**src/harness_cfg_pkg.sv**
```systemverilog
package harness_cfg_pkg;

  // ----------------------------------------------------------
  // address map
  // ----------------------------------------------------------
  // region nibble is the top four address bits
  localparam logic [3:0] RegionRom  = 4'h1;
  localparam logic [3:0] RegionDram = 4'h8;

  // ----------------------------------------------------------
  // memory sizes and timing defaults
  // ----------------------------------------------------------
  localparam int unsigned RomWords          = 16;
  localparam int unsigned DefaultSramWords  = 256;
  localparam int unsigned DefaultDebugDelay = 20;

  // boot rom word i holds the pattern plus i
  localparam logic [63:0] RomPattern = 64'h0000_0013_0000_0000;

  function automatic logic [63:0] rom_word(int unsigned idx);
    return RomPattern + 64'(idx % RomWords);
  endfunction

endpackage

```
**src/debug_gate.sv**
```systemverilog
`timescale 1ns/1ps

module debug_gate #(
  parameter int unsigned DebugDelay = harness_cfg_pkg::DefaultDebugDelay
) (
  input  logic clk_i,
  input  logic rst_ni,
  input  logic jtag_sel_i,
  input  logic jtag_req_i,
  input  logic dtm_req_i,
  output logic dbg_req_o
);

  localparam int unsigned CntWidth = (DebugDelay > 0) ? $clog2(DebugDelay + 1) : 1;

  logic [CntWidth-1:0] cnt_q;
  logic [CntWidth-1:0] cnt_d;
  logic                hold;
  logic                dbg_req_ungated;

  // ----------------------------------------------------------
  // source select
  // ----------------------------------------------------------
  assign dbg_req_ungated = jtag_sel_i ? jtag_req_i : dtm_req_i;

  // ----------------------------------------------------------
  // delay window
  // ----------------------------------------------------------
  // lets the core run boot code before debug can interrupt it
  assign hold  = (cnt_q != '0);
  assign cnt_d = hold ? cnt_q - 1'b1 : cnt_q;

  // only power-on reset restarts the window
  always_ff @(posedge clk_i or negedge rst_ni) begin
    if (!rst_ni) begin
      cnt_q <= CntWidth'(DebugDelay);
    end else begin
      cnt_q <= cnt_d;
    end
  end

  assign dbg_req_o = hold ? 1'b0 : dbg_req_ungated;

endmodule

```
**config.mk**
```make
export PLATFORM = sky130hd
export DESIGN_NAME = debug_gate
export DESIGN_NICKNAME = d
export VERILOG_FILES = /design/src/harness_cfg_pkg.sv /design/src/debug_gate.sv
export SDC_FILE = /design/constraint.sdc
export NUM_CORES = 1
export LEC_CHECK = 0
export BUFFER_PORTS_ARGS = -buffer_cell sky130_fd_sc_hd__clkbuf_2
export CAP_MARGIN = 10
export CORE_AREA = 2 2 39 41
export DETAILED_ROUTE_END_ITERATION = 10
export DIE_AREA = 0 0 41 43
export PLACE_DENSITY_LB_ADDON = 0.15
export SLEW_MARGIN = 20
export SYNTH_ARGS = -nofsm -noshare
export SYNTH_HDL_FRONTEND = slang
export SYNTH_SLANG_ARGS = --single-unit
```
**constraint.sdc**
```tcl
create_clock -name clk_i -period 1.45 [get_ports clk_i]
set_input_delay 0.145 -clock clk_i [delete_from_list [all_inputs] [get_ports clk_i]]
set_output_delay 0.145 -clock clk_i [all_outputs]
set_load 0.02 [all_outputs]
```
==> results.json <==
{
  "syn_area_per_cell_um2": 12.5,
  "drv_cap": 0,
  "pre_cts_ws_ns": 0.0926,
  "clock-skew-final_ns": 0.00928,
  "grt_pass1_wl_um": 959,
  "reg_top3": "cnt_q (5)",
  "slew_headroom_pct": 82.4,
  "syn-instance-count": 22,
  "antennaDiodeCount": 0,
  "max-vdd-ir-drop_mv": 0.650,
  "pin_count": 6,
  "cts_sinks": 5,
  "min_period_ns": 1.48,
  "die_height_um": 43,
  "p_total_w": 0.000319,
  "finalCritPeriodShare_pct": 102,
  "hold_ws_ns": 0.262,
  "cp-end-kind": "output pin",
  "die_area_mm2": 0.00176,
  "wl_per_cell_um": 10.6,
  "die_x_um": 41,
  "hpwl_um": 371,
  "wl_um": 584,
  "p_per_area_mw_per_mm2": 747,
  "finalHoldViolCount": 0,
  "worstMarginPinSlew_ns": 0.262,
  "drtIter0Drc": 2,
  "largest_reg_flops": 5,
  "final_common_cell": "buf_4",
  "synth_cell_types": 14,
  "status": "finished with violations",
  "cp_max_fo": 2,
  "worstSetupStartpointType": "register",
  "globalRouteTotalUtil_pct": 8.40,
  "vias": 229,
  "fmax_ghz": 0.674,
  "htreeDepth": 1,
  "antenna_found_initial": 0,
  "final_cell_mix": "8 x buf_4, 4 x clkbuf_2, 3 x clkbuf_4, 3 x dfrtp_1",
  "routed_via_density": 4.16,
  "syn_to_final_growth_pct": 55.7,
  "drc_errors": 0,
  "place_congestion": 0.682,
  "critPathKind": "register to output pin",
  "hp-class": "primary input to async pin",
  "final_core_util_pct": 30.8,
  "firstDrtPassIters": 2,
  "cts.reportedPaths.clkPinSlew_ns": 0.04,
  "cts_buffers": 3,
  "netlist_area_um2": 274,
  "nNetsFinal": 47,
  "yosys_warnings": 0,
  "setup_slack_ns": -0.0336,
  "grt_max_degree": 6,
  "syn_nets": 29,
  "worstSkewPairLatency_ns": 0.24,
  "clockBufferDepth": 2,
  "core_area_mm2": 0.00138,
  "synth_seq_cells": 5,
  "portBuffers": 5,
  "finalMaxSlewViolations": 0,
  "largest_register": "cnt_q",
  "ant_nets": 0,
  "rows": 14,
  "overflow": 0,
  "cp.required_ns": 1.31,
  "fillers": 150,
  "ys_seq_area_share_pct": 46.6,
  "setup-violations-final": 1,
  "layout-drive-gt1-share_pct": 59.0,
  "initial_core_util_pct": 19.8,
  "cts_root_buf": "clkbuf_4",
  "violations": "negative setup slack",
  "cts_tree": "built",
  "grt_pass1_vias": 253,
  "crit_arrival_ns": 1.34,
  "rsz0062_at_grt": "true",
  "power_leakage_nw": 0.226
}
==> power by group <==
part	switching (W)	total (W)	leakage, nW	internal (W)
registers	0	0.000140	0.0626	0.000140
logic	0.00000877	0.0000188	0.148	0.0000100
clock network	0.0000559	0.000160	0.0150	0.000104
==> worst paths after layout <==
check | startpoint | depth (start not counted) | slack (ns) | endpoint
worst max-delay path | cnt_q[0] | 5 | -0.03 | dbg_req_o
worst min-delay path | rst_ni | 2 | 0.26 | cnt_q[0]
worst max register to register | cnt_q[1] | 4 | 0.02 | cnt_q[3]
min in group clk_i | cnt_q[2] | 2 | 0.60 | cnt_q[2]
worst min register to register | cnt_q[2] | 2 | 0.60 | cnt_q[2]
max in group asynchronous | rst_ni | 2 | 0.99 | cnt_q[4]
==> through the flow <==
| stage | area [µm²] | instances | setup TNS (ns) |
|---|---|---|---|
| floorplan | 274 | 22 | 0 |
| global placement | 327 | 44 | 0 |
| detailed placement | 327 | 44 | 0 |
| CTS | 408 | 53 | -0.0653 |
| global route | 427 | 55 | -0.211 |
| finish | 427 | 55 | -0.0336 |
==> cell type report <==
| type | instances | area (µm²) | share of cell area, % |
|---|---|---|---|
| inverters | 2 | 7.51 | 1.76 |
| repair buffers | 13 | 90.1 | 21.1 |
| flip-flops and latches | 5 | 128 | 29.9 |
| multi-input cells | 15 | 155 | 36.4 |
| clock buffers | 4 | 26.3 | 6.16 |
| well taps | 16 | 20.0 | 4.69 |
==> cell families after synthesis <==
family / Yosys count / share of synthesized area [%]
AND/OR/NAND/NOR: 6 / 19.2
flip-flops: 5 / 46.6
multiplexers: 3 / 11.4
AO/OA/AOI/OAI: 2 / 4.57
XOR/XNOR: 2 / 6.39
buffers and inverters: 2 / 2.74
adder cells (fa/ha/maj): 2 / 9.13
==> worst max-delay path, stage by stage, from the launching register on <==
cell	delay (ns)
dfrtp_1	0.39
inv_2	0.09
ha_4	0.13
nor4b_4	0.19
nor2b_1	0.16
buf_4	0.15
==> cells in the mapped netlist <==
master   count  area share (%)
a21oi_1      1             1.8
dfrtp_1      3              27
dfstp_2      2              19
ha_1         2             9.1
inv_1        2             2.7
mux2_2       1             4.1
mux2i_1      2             7.3
nor2_1       2             2.7
nor2b_1      1             2.3
nor3b_1      1             2.7
nor4b_4      1             8.7
o31ai_1      1             2.7
or4_1        1             2.7
xnor2_1      2             6.4
==> what timing repair did <==
item / CTS / global route
pin swaps: 1 / 1
hold buffers: 1 / 0
endpoints found under the setup margin: 1 / 2
buffers inserted: 4 / 2
endpoints found under the hold margin: 5 / 0
resized for setup: 5 / 2
gates cloned: 0 / 0
==> routing by layer <==
layer / global-route usage, % / wire [µm]
met1: 8.58 / 227
met2: 12.5 / 324
met3: 6.28 / 33
met4: 3.33 / 0
met5: 0 / 0
No activity file was read; power rests on OpenSTA's default activity.
