File: config.mk
export PLATFORM = sky130hd
export DESIGN_NAME = bus_demux_flat
export DESIGN_NICKNAME = d
export VERILOG_FILES = /design/src/harness_bus_pkg.sv /design/src/harness_cfg_pkg.sv /design/src/mem_bus_if.sv /design/src/bus_demux.sv /design/src/flat_wrapper.sv
export SDC_FILE = /design/constraint.sdc
export NUM_CORES = 1
export LEC_CHECK = 0
export ABC_AREA = 1
export ABC_CLOCK_PERIOD_IN_PS = 1100
export BUFFER_PORTS_ARGS = -buffer_cell sky130_fd_sc_hd__buf_4
export CORE_AREA = 5 5 199 201
export DETAILED_ROUTE_END_ITERATION = 7
export DIE_AREA = 0 0 204 206
export GPL_ROUTABILITY_DRIVEN = 1
export PLACE_DENSITY_LB_ADDON = 0.3
export SLEW_MARGIN = 10
export SYNTH_ARGS = -nofsm -noshare
export SYNTH_HDL_FRONTEND = slang
export SYNTH_SLANG_ARGS = --single-unit
File: constraint.sdc
create_clock -name clk_i -period 1.1 [get_ports clk_i]
set_input_delay 0.11 -clock clk_i [delete_from_list [all_inputs] [get_ports clk_i]]
set_output_delay 0.11 -clock clk_i [all_outputs]
set_load 0.1 [all_outputs]
File: src/harness_bus_pkg.sv
package harness_bus_pkg;

  // ----------------------------------------------------------
  // bus widths
  // ----------------------------------------------------------
  localparam int unsigned AddrWidth   = 32;
  localparam int unsigned DataWidth   = 64;
  localparam int unsigned StrbWidth   = DataWidth / 8;
  // byte offset bits below the word index
  localparam int unsigned ByteOffset  = $clog2(StrbWidth);
  localparam int unsigned RegionWidth = 4;

  typedef logic [AddrWidth-1:0] addr_t;
  typedef logic [DataWidth-1:0] data_t;
  typedef logic [StrbWidth-1:0] strb_t;

  // raw view indexes the memories, field view feeds the decoder
  typedef union packed {
    addr_t raw;
    struct packed {
      logic [RegionWidth-1:0]           region;
      logic [AddrWidth-RegionWidth-1:0] offset;
    } field;
  } bus_addr_u;

endpackage

File: src/harness_cfg_pkg.sv
package harness_cfg_pkg;

  // ----------------------------------------------------------
  // address map
  // ----------------------------------------------------------
  // region nibble is the top four address bits
  localparam logic [3:0] RegionRom  = 4'h1;
  localparam logic [3:0] RegionDram = 4'h8;

  // ----------------------------------------------------------
  // memory sizes and timing defaults
  // ----------------------------------------------------------
  localparam int unsigned RomWords          = 16;
  localparam int unsigned DefaultSramWords  = 256;
  localparam int unsigned DefaultDebugDelay = 20;

  // boot rom word i holds the pattern plus i
  localparam logic [63:0] RomPattern = 64'h0000_0013_0000_0000;

  function automatic logic [63:0] rom_word(int unsigned idx);
    return RomPattern + 64'(idx % RomWords);
  endfunction

endpackage

File: src/mem_bus_if.sv
`timescale 1ns/1ps

interface mem_bus_if;
  import harness_bus_pkg::*;

  // request strobe and payload
  logic  req;
  logic  we;
  addr_t addr;
  strb_t be;
  data_t wdata;
  // response one cycle after req
  data_t rdata;
  logic  rvalid;

  modport master (
    output req, we, addr, be, wdata,
    input  rdata, rvalid
  );

  modport slave (
    input  req, we, addr, be, wdata,
    output rdata, rvalid
  );

endinterface

File: src/bus_demux.sv
`timescale 1ns/1ps

module bus_demux (
  input  logic                   clk_i,
  input  logic                   rst_ni,
  input  logic                   req_i,
  input  logic                   we_i,
  input  harness_bus_pkg::addr_t addr_i,
  input  harness_bus_pkg::strb_t be_i,
  input  harness_bus_pkg::data_t wdata_i,
  mem_bus_if.master              rom_bus,
  mem_bus_if.master              dram_bus,
  output logic                   rvalid_o,
  output logic                   err_o,
  output harness_bus_pkg::data_t rdata_o
);
  import harness_bus_pkg::*;
  import harness_cfg_pkg::*;

  bus_addr_u addr_u;
  logic      is_rom;
  logic      is_dram;
  logic      rom_hit;
  logic      dram_hit;
  logic      err_hit;
  logic      rom_sel_q;
  logic      dram_sel_q;
  logic      err_q;

  // ----------------------------------------------------------
  // address decode
  // ----------------------------------------------------------
  assign addr_u.raw = addr_i;
  assign is_rom     = (addr_u.field.region == RegionRom);
  assign is_dram    = (addr_u.field.region == RegionDram);

  // rom writes go to the error responder
  assign rom_hit  = req_i & is_rom & ~we_i;
  assign dram_hit = req_i & is_dram;
  assign err_hit  = req_i & ~rom_hit & ~dram_hit;

  // rom is read only
  assign rom_bus.req   = rom_hit;
  assign rom_bus.we    = 1'b0;
  assign rom_bus.addr  = addr_i;
  assign rom_bus.be    = '0;
  assign rom_bus.wdata = '0;

  assign dram_bus.req   = dram_hit;
  assign dram_bus.we    = we_i;
  assign dram_bus.addr  = addr_i;
  assign dram_bus.be    = be_i;
  assign dram_bus.wdata = wdata_i;

  // ----------------------------------------------------------
  // response side
  // ----------------------------------------------------------
  // remember which target owes the response
  always_ff @(posedge clk_i or negedge rst_ni) begin
    if (!rst_ni) begin
      rom_sel_q  <= 1'b0;
      dram_sel_q <= 1'b0;
      err_q      <= 1'b0;
    end else begin
      rom_sel_q  <= rom_hit;
      dram_sel_q <= dram_hit;
      err_q      <= err_hit;
    end
  end

  always_comb begin
    rvalid_o = err_q | (rom_sel_q & rom_bus.rvalid) | (dram_sel_q & dram_bus.rvalid);
    err_o    = err_q;
    // error responses return zero data
    if (rom_sel_q) begin
      rdata_o = rom_bus.rdata;
    end else if (dram_sel_q) begin
      rdata_o = dram_bus.rdata;
    end else begin
      rdata_o = '0;
    end
  end

endmodule

File: src/flat_wrapper.sv
// flat-port wrapper written by rule: the top's interface ports become plain ports
module bus_demux_flat import harness_bus_pkg::*; import harness_cfg_pkg::*;
  (clk_i, rst_ni, req_i, we_i, addr_i, be_i, wdata_i, rvalid_o, err_o, rdata_o, rom_bus_req, rom_bus_we, rom_bus_addr, rom_bus_be, rom_bus_wdata, rom_bus_rdata, rom_bus_rvalid, dram_bus_req, dram_bus_we, dram_bus_addr, dram_bus_be, dram_bus_wdata, dram_bus_rdata, dram_bus_rvalid);
  mem_bus_if rom_bus_i ();
  mem_bus_if dram_bus_i ();
  input  logic clk_i;
  input  logic rst_ni;
  input  logic req_i;
  input  logic we_i;
  input  harness_bus_pkg::addr_t addr_i;
  input  harness_bus_pkg::strb_t be_i;
  input  harness_bus_pkg::data_t wdata_i;
  output logic rvalid_o;
  output logic err_o;
  output harness_bus_pkg::data_t rdata_o;
  output wire logic [$bits(rom_bus_i.req)-1:0] rom_bus_req;
  output wire logic [$bits(rom_bus_i.we)-1:0] rom_bus_we;
  output wire logic [$bits(rom_bus_i.addr)-1:0] rom_bus_addr;
  output wire logic [$bits(rom_bus_i.be)-1:0] rom_bus_be;
  output wire logic [$bits(rom_bus_i.wdata)-1:0] rom_bus_wdata;
  input wire logic [$bits(rom_bus_i.rdata)-1:0] rom_bus_rdata;
  input wire logic [$bits(rom_bus_i.rvalid)-1:0] rom_bus_rvalid;
  output wire logic [$bits(dram_bus_i.req)-1:0] dram_bus_req;
  output wire logic [$bits(dram_bus_i.we)-1:0] dram_bus_we;
  output wire logic [$bits(dram_bus_i.addr)-1:0] dram_bus_addr;
  output wire logic [$bits(dram_bus_i.be)-1:0] dram_bus_be;
  output wire logic [$bits(dram_bus_i.wdata)-1:0] dram_bus_wdata;
  input wire logic [$bits(dram_bus_i.rdata)-1:0] dram_bus_rdata;
  input wire logic [$bits(dram_bus_i.rvalid)-1:0] dram_bus_rvalid;
  assign rom_bus_req = rom_bus_i.req;
  assign rom_bus_we = rom_bus_i.we;
  assign rom_bus_addr = rom_bus_i.addr;
  assign rom_bus_be = rom_bus_i.be;
  assign rom_bus_wdata = rom_bus_i.wdata;
  assign rom_bus_i.rdata = rom_bus_rdata;
  assign rom_bus_i.rvalid = rom_bus_rvalid;
  assign dram_bus_req = dram_bus_i.req;
  assign dram_bus_we = dram_bus_i.we;
  assign dram_bus_addr = dram_bus_i.addr;
  assign dram_bus_be = dram_bus_i.be;
  assign dram_bus_wdata = dram_bus_i.wdata;
  assign dram_bus_i.rdata = dram_bus_rdata;
  assign dram_bus_i.rvalid = dram_bus_rvalid;
  bus_demux u_core (.clk_i(clk_i), .rst_ni(rst_ni), .req_i(req_i), .we_i(we_i), .addr_i(addr_i), .be_i(be_i), .wdata_i(wdata_i), .rom_bus(rom_bus_i), .dram_bus(dram_bus_i), .rvalid_o(rvalid_o), .err_o(err_o), .rdata_o(rdata_o));
endmodule
==> results.ini <==
[timing]
clock.fmax_mhz=671.7
setup_viol_count_final=65
rsz0062_at_grt=true
min_period_ps=1489
finalSetupTns_ps=-22530
fin_ws_ps=-388.7
fin_crit_sh_pct=135.3
fin_hold_ws_ps=139.7
hold_viol=0
slew_viol_final=0

[route]
routedLengthMet1_mm=3.881
drtIter0Drc=126
postRouteAntennaNets=0
vias=2792
wirelength_mm=14.06
route.top_layer_used=met4
met2_length_mm=7.088
route.met3.wl_mm=2.369
dr.pass1.iters=4
drc_errors=0
vias_per_cell=2.685
wl_per_cell_um=13.52

[yosys]
synth-simple-area-share_pct=31.29
synth_seq_cells=3
synthMuxAreaShare_pct=0
synthAdderAreaFrac_pct=0
synth_compound_area_share_pct=0.1843
syn_area_per_cell_um2=6.115
synth_top_family_by_area=buffers and inverters
yosys_warnings=0
yosys.area_share.xor_xnor_pct=0
yosysSeqAreaShare_pct=2.765
ys_types=11
synthCells=444
synthesis.area_um2=2715

[power_and_ir_drop]
ir_drop_uv=269.7
powerDensity_nw_per_um2=566.4
power_mw=3.017
p_leak_nw=2.337

[clock_network]
cts_tree=built
root_buffer=clkbuf_16
clock_sink_count=3
clock_path_buffers=2
cts.clk_slew.worst_paths_ps=30
htree_levels=1
cts_buffers=3

[worst_setup_path]
cp.arrival_ps=1380
critPathKind=flip-flop to output pin
cp.required_ps=990
startpoint_type=flip-flop
cp-end-kind=output pin
crit_fanout=17

[status]
status=finished with violations
violations=negative setup slack

[grt]
grt_use_total_pct=5.820
grt_pass1_wl_mm=18.42
grt_start_max_net_pins=46
grt_pass1_vias=2848
overflow=0
antenna_found_initial=0

[run]
max_cap_viol_count=0

[die]
ios=516
dieHeight_um=206
row_count=71
chipWidth_um=204
start_util_pct=7.260
dieArea_um2=42020
core_area_um2=37400

[layout]
final_layout_size_suffix_gt1_share_pct=64.65
finalNetCount=768
finish.instance_area_um2=5326
n_fill_cell=4232
diodes=0
multi_input_area_um2=1794
final_common_cell=buf_4
regArea_um2=81.33
syn_to_final_growth_pct=96.18
layout_common_cells=buf_4, conb_1, buf_12

[place]
io_buffers=214
dpl.hpwl_mm=12.03
dpl_cell_area_um2=4234
routabilityCongestion=0.7900

[worst_hold_path]
hp-class=input port to flip-flop

-- cell type report --
class | count | area share [%]
Clock buffer | 4 | 1.480
Inverter | 4 | 0.3759
Timing Repair Buffer | 239 | 50.93
Multi-Input combinational cell | 279 | 33.69
Tap cell | 511 | 12.00
Sequential cell | 3 | 1.527
-- final timing paths --
check                             startpoint           end  slack (ps)  cells past startpoint
worst max-delay path       u_core.dram_sel_q    rdata_o[2]        -390                      5
worst min-delay path                   req_i  u_core.err_o         140                      3
max in group asynchronous             rst_ni  u_core.err_o         760                      2
min in group asynchronous             rst_ni  u_core.err_o         230                      2
-- critical path, stage by stage (launching register included) --
cell and delay, ps:
dfrtp_2 390, buf_12 180, buf_12 170, nand3_1 130, nand2_4 90, buf_12 170
-- per-stage QoR --
step	utilization [%]	setup WS [ps]	instances
after floorplan	-	-39.67	516
after global placement	11.32	-321.9	1032
after detailed placement	11.32	-337.7	1032
after CTS	13.99	-426.0	1038
after global routing	14.24	-466.5	1040
final	14.24	-388.7	1040
-- cells in the mapped netlist --
cell type  number  area share (%)
dfrtp_1         3             2.8
conb_1          1            0.14
nand3_1        64              12
buf_6          12             5.0
inv_1           3            0.41
nor2_1          7            0.97
buf_4         216              60
nand2_1       134              19
buf_2           2            0.37
a21oi_1         1            0.18
inv_2           1            0.14
-- kinds of logic (layout without fill, tap and decap cells) --
group / after synthesis / count (layout)
AOI/OAI and AO/OA: 1 / 1
buffers and inverters: 234 / 247
DFF: 3 / 3
other: 1 / 73
and+or+nand+nor: 205 / 205
-- state kept, by name (all words and copies together), names as in the netlist --
register / cells
u_core.dram_sel_q: 1
u_core.err_o: 1
u_core.rom_sel_q: 1
-- power by group --
group / leakage [nW] / switching (mW) / total, mW / internal, mW
Sequential: 0.0353 / 0.00537 / 0.122 / 0.116
Combinational: 2.26 / 1.77 / 2.32 / 0.548
Clock: 0.0382 / 0.0977 / 0.576 / 0.478
Total: 2.34 / 1.87 / 3.02 / 1.14
-- routing by layer --
layer,global-route usage [%],up-vias
li1,-,1260
met2,10.66,284
met4,3.350,0
met1,4.862,1180
met5,0.5952,-
met3,3.342,68
-- repair_timing --
item	in CTS	in global routing
endpoints found under the hold margin	3	0
setup endpoints to repair	65	65
buffers inserted	1	2
gates resized for setup	217	17
hold buffers	1	0
(Power assumes the default switching activity.)
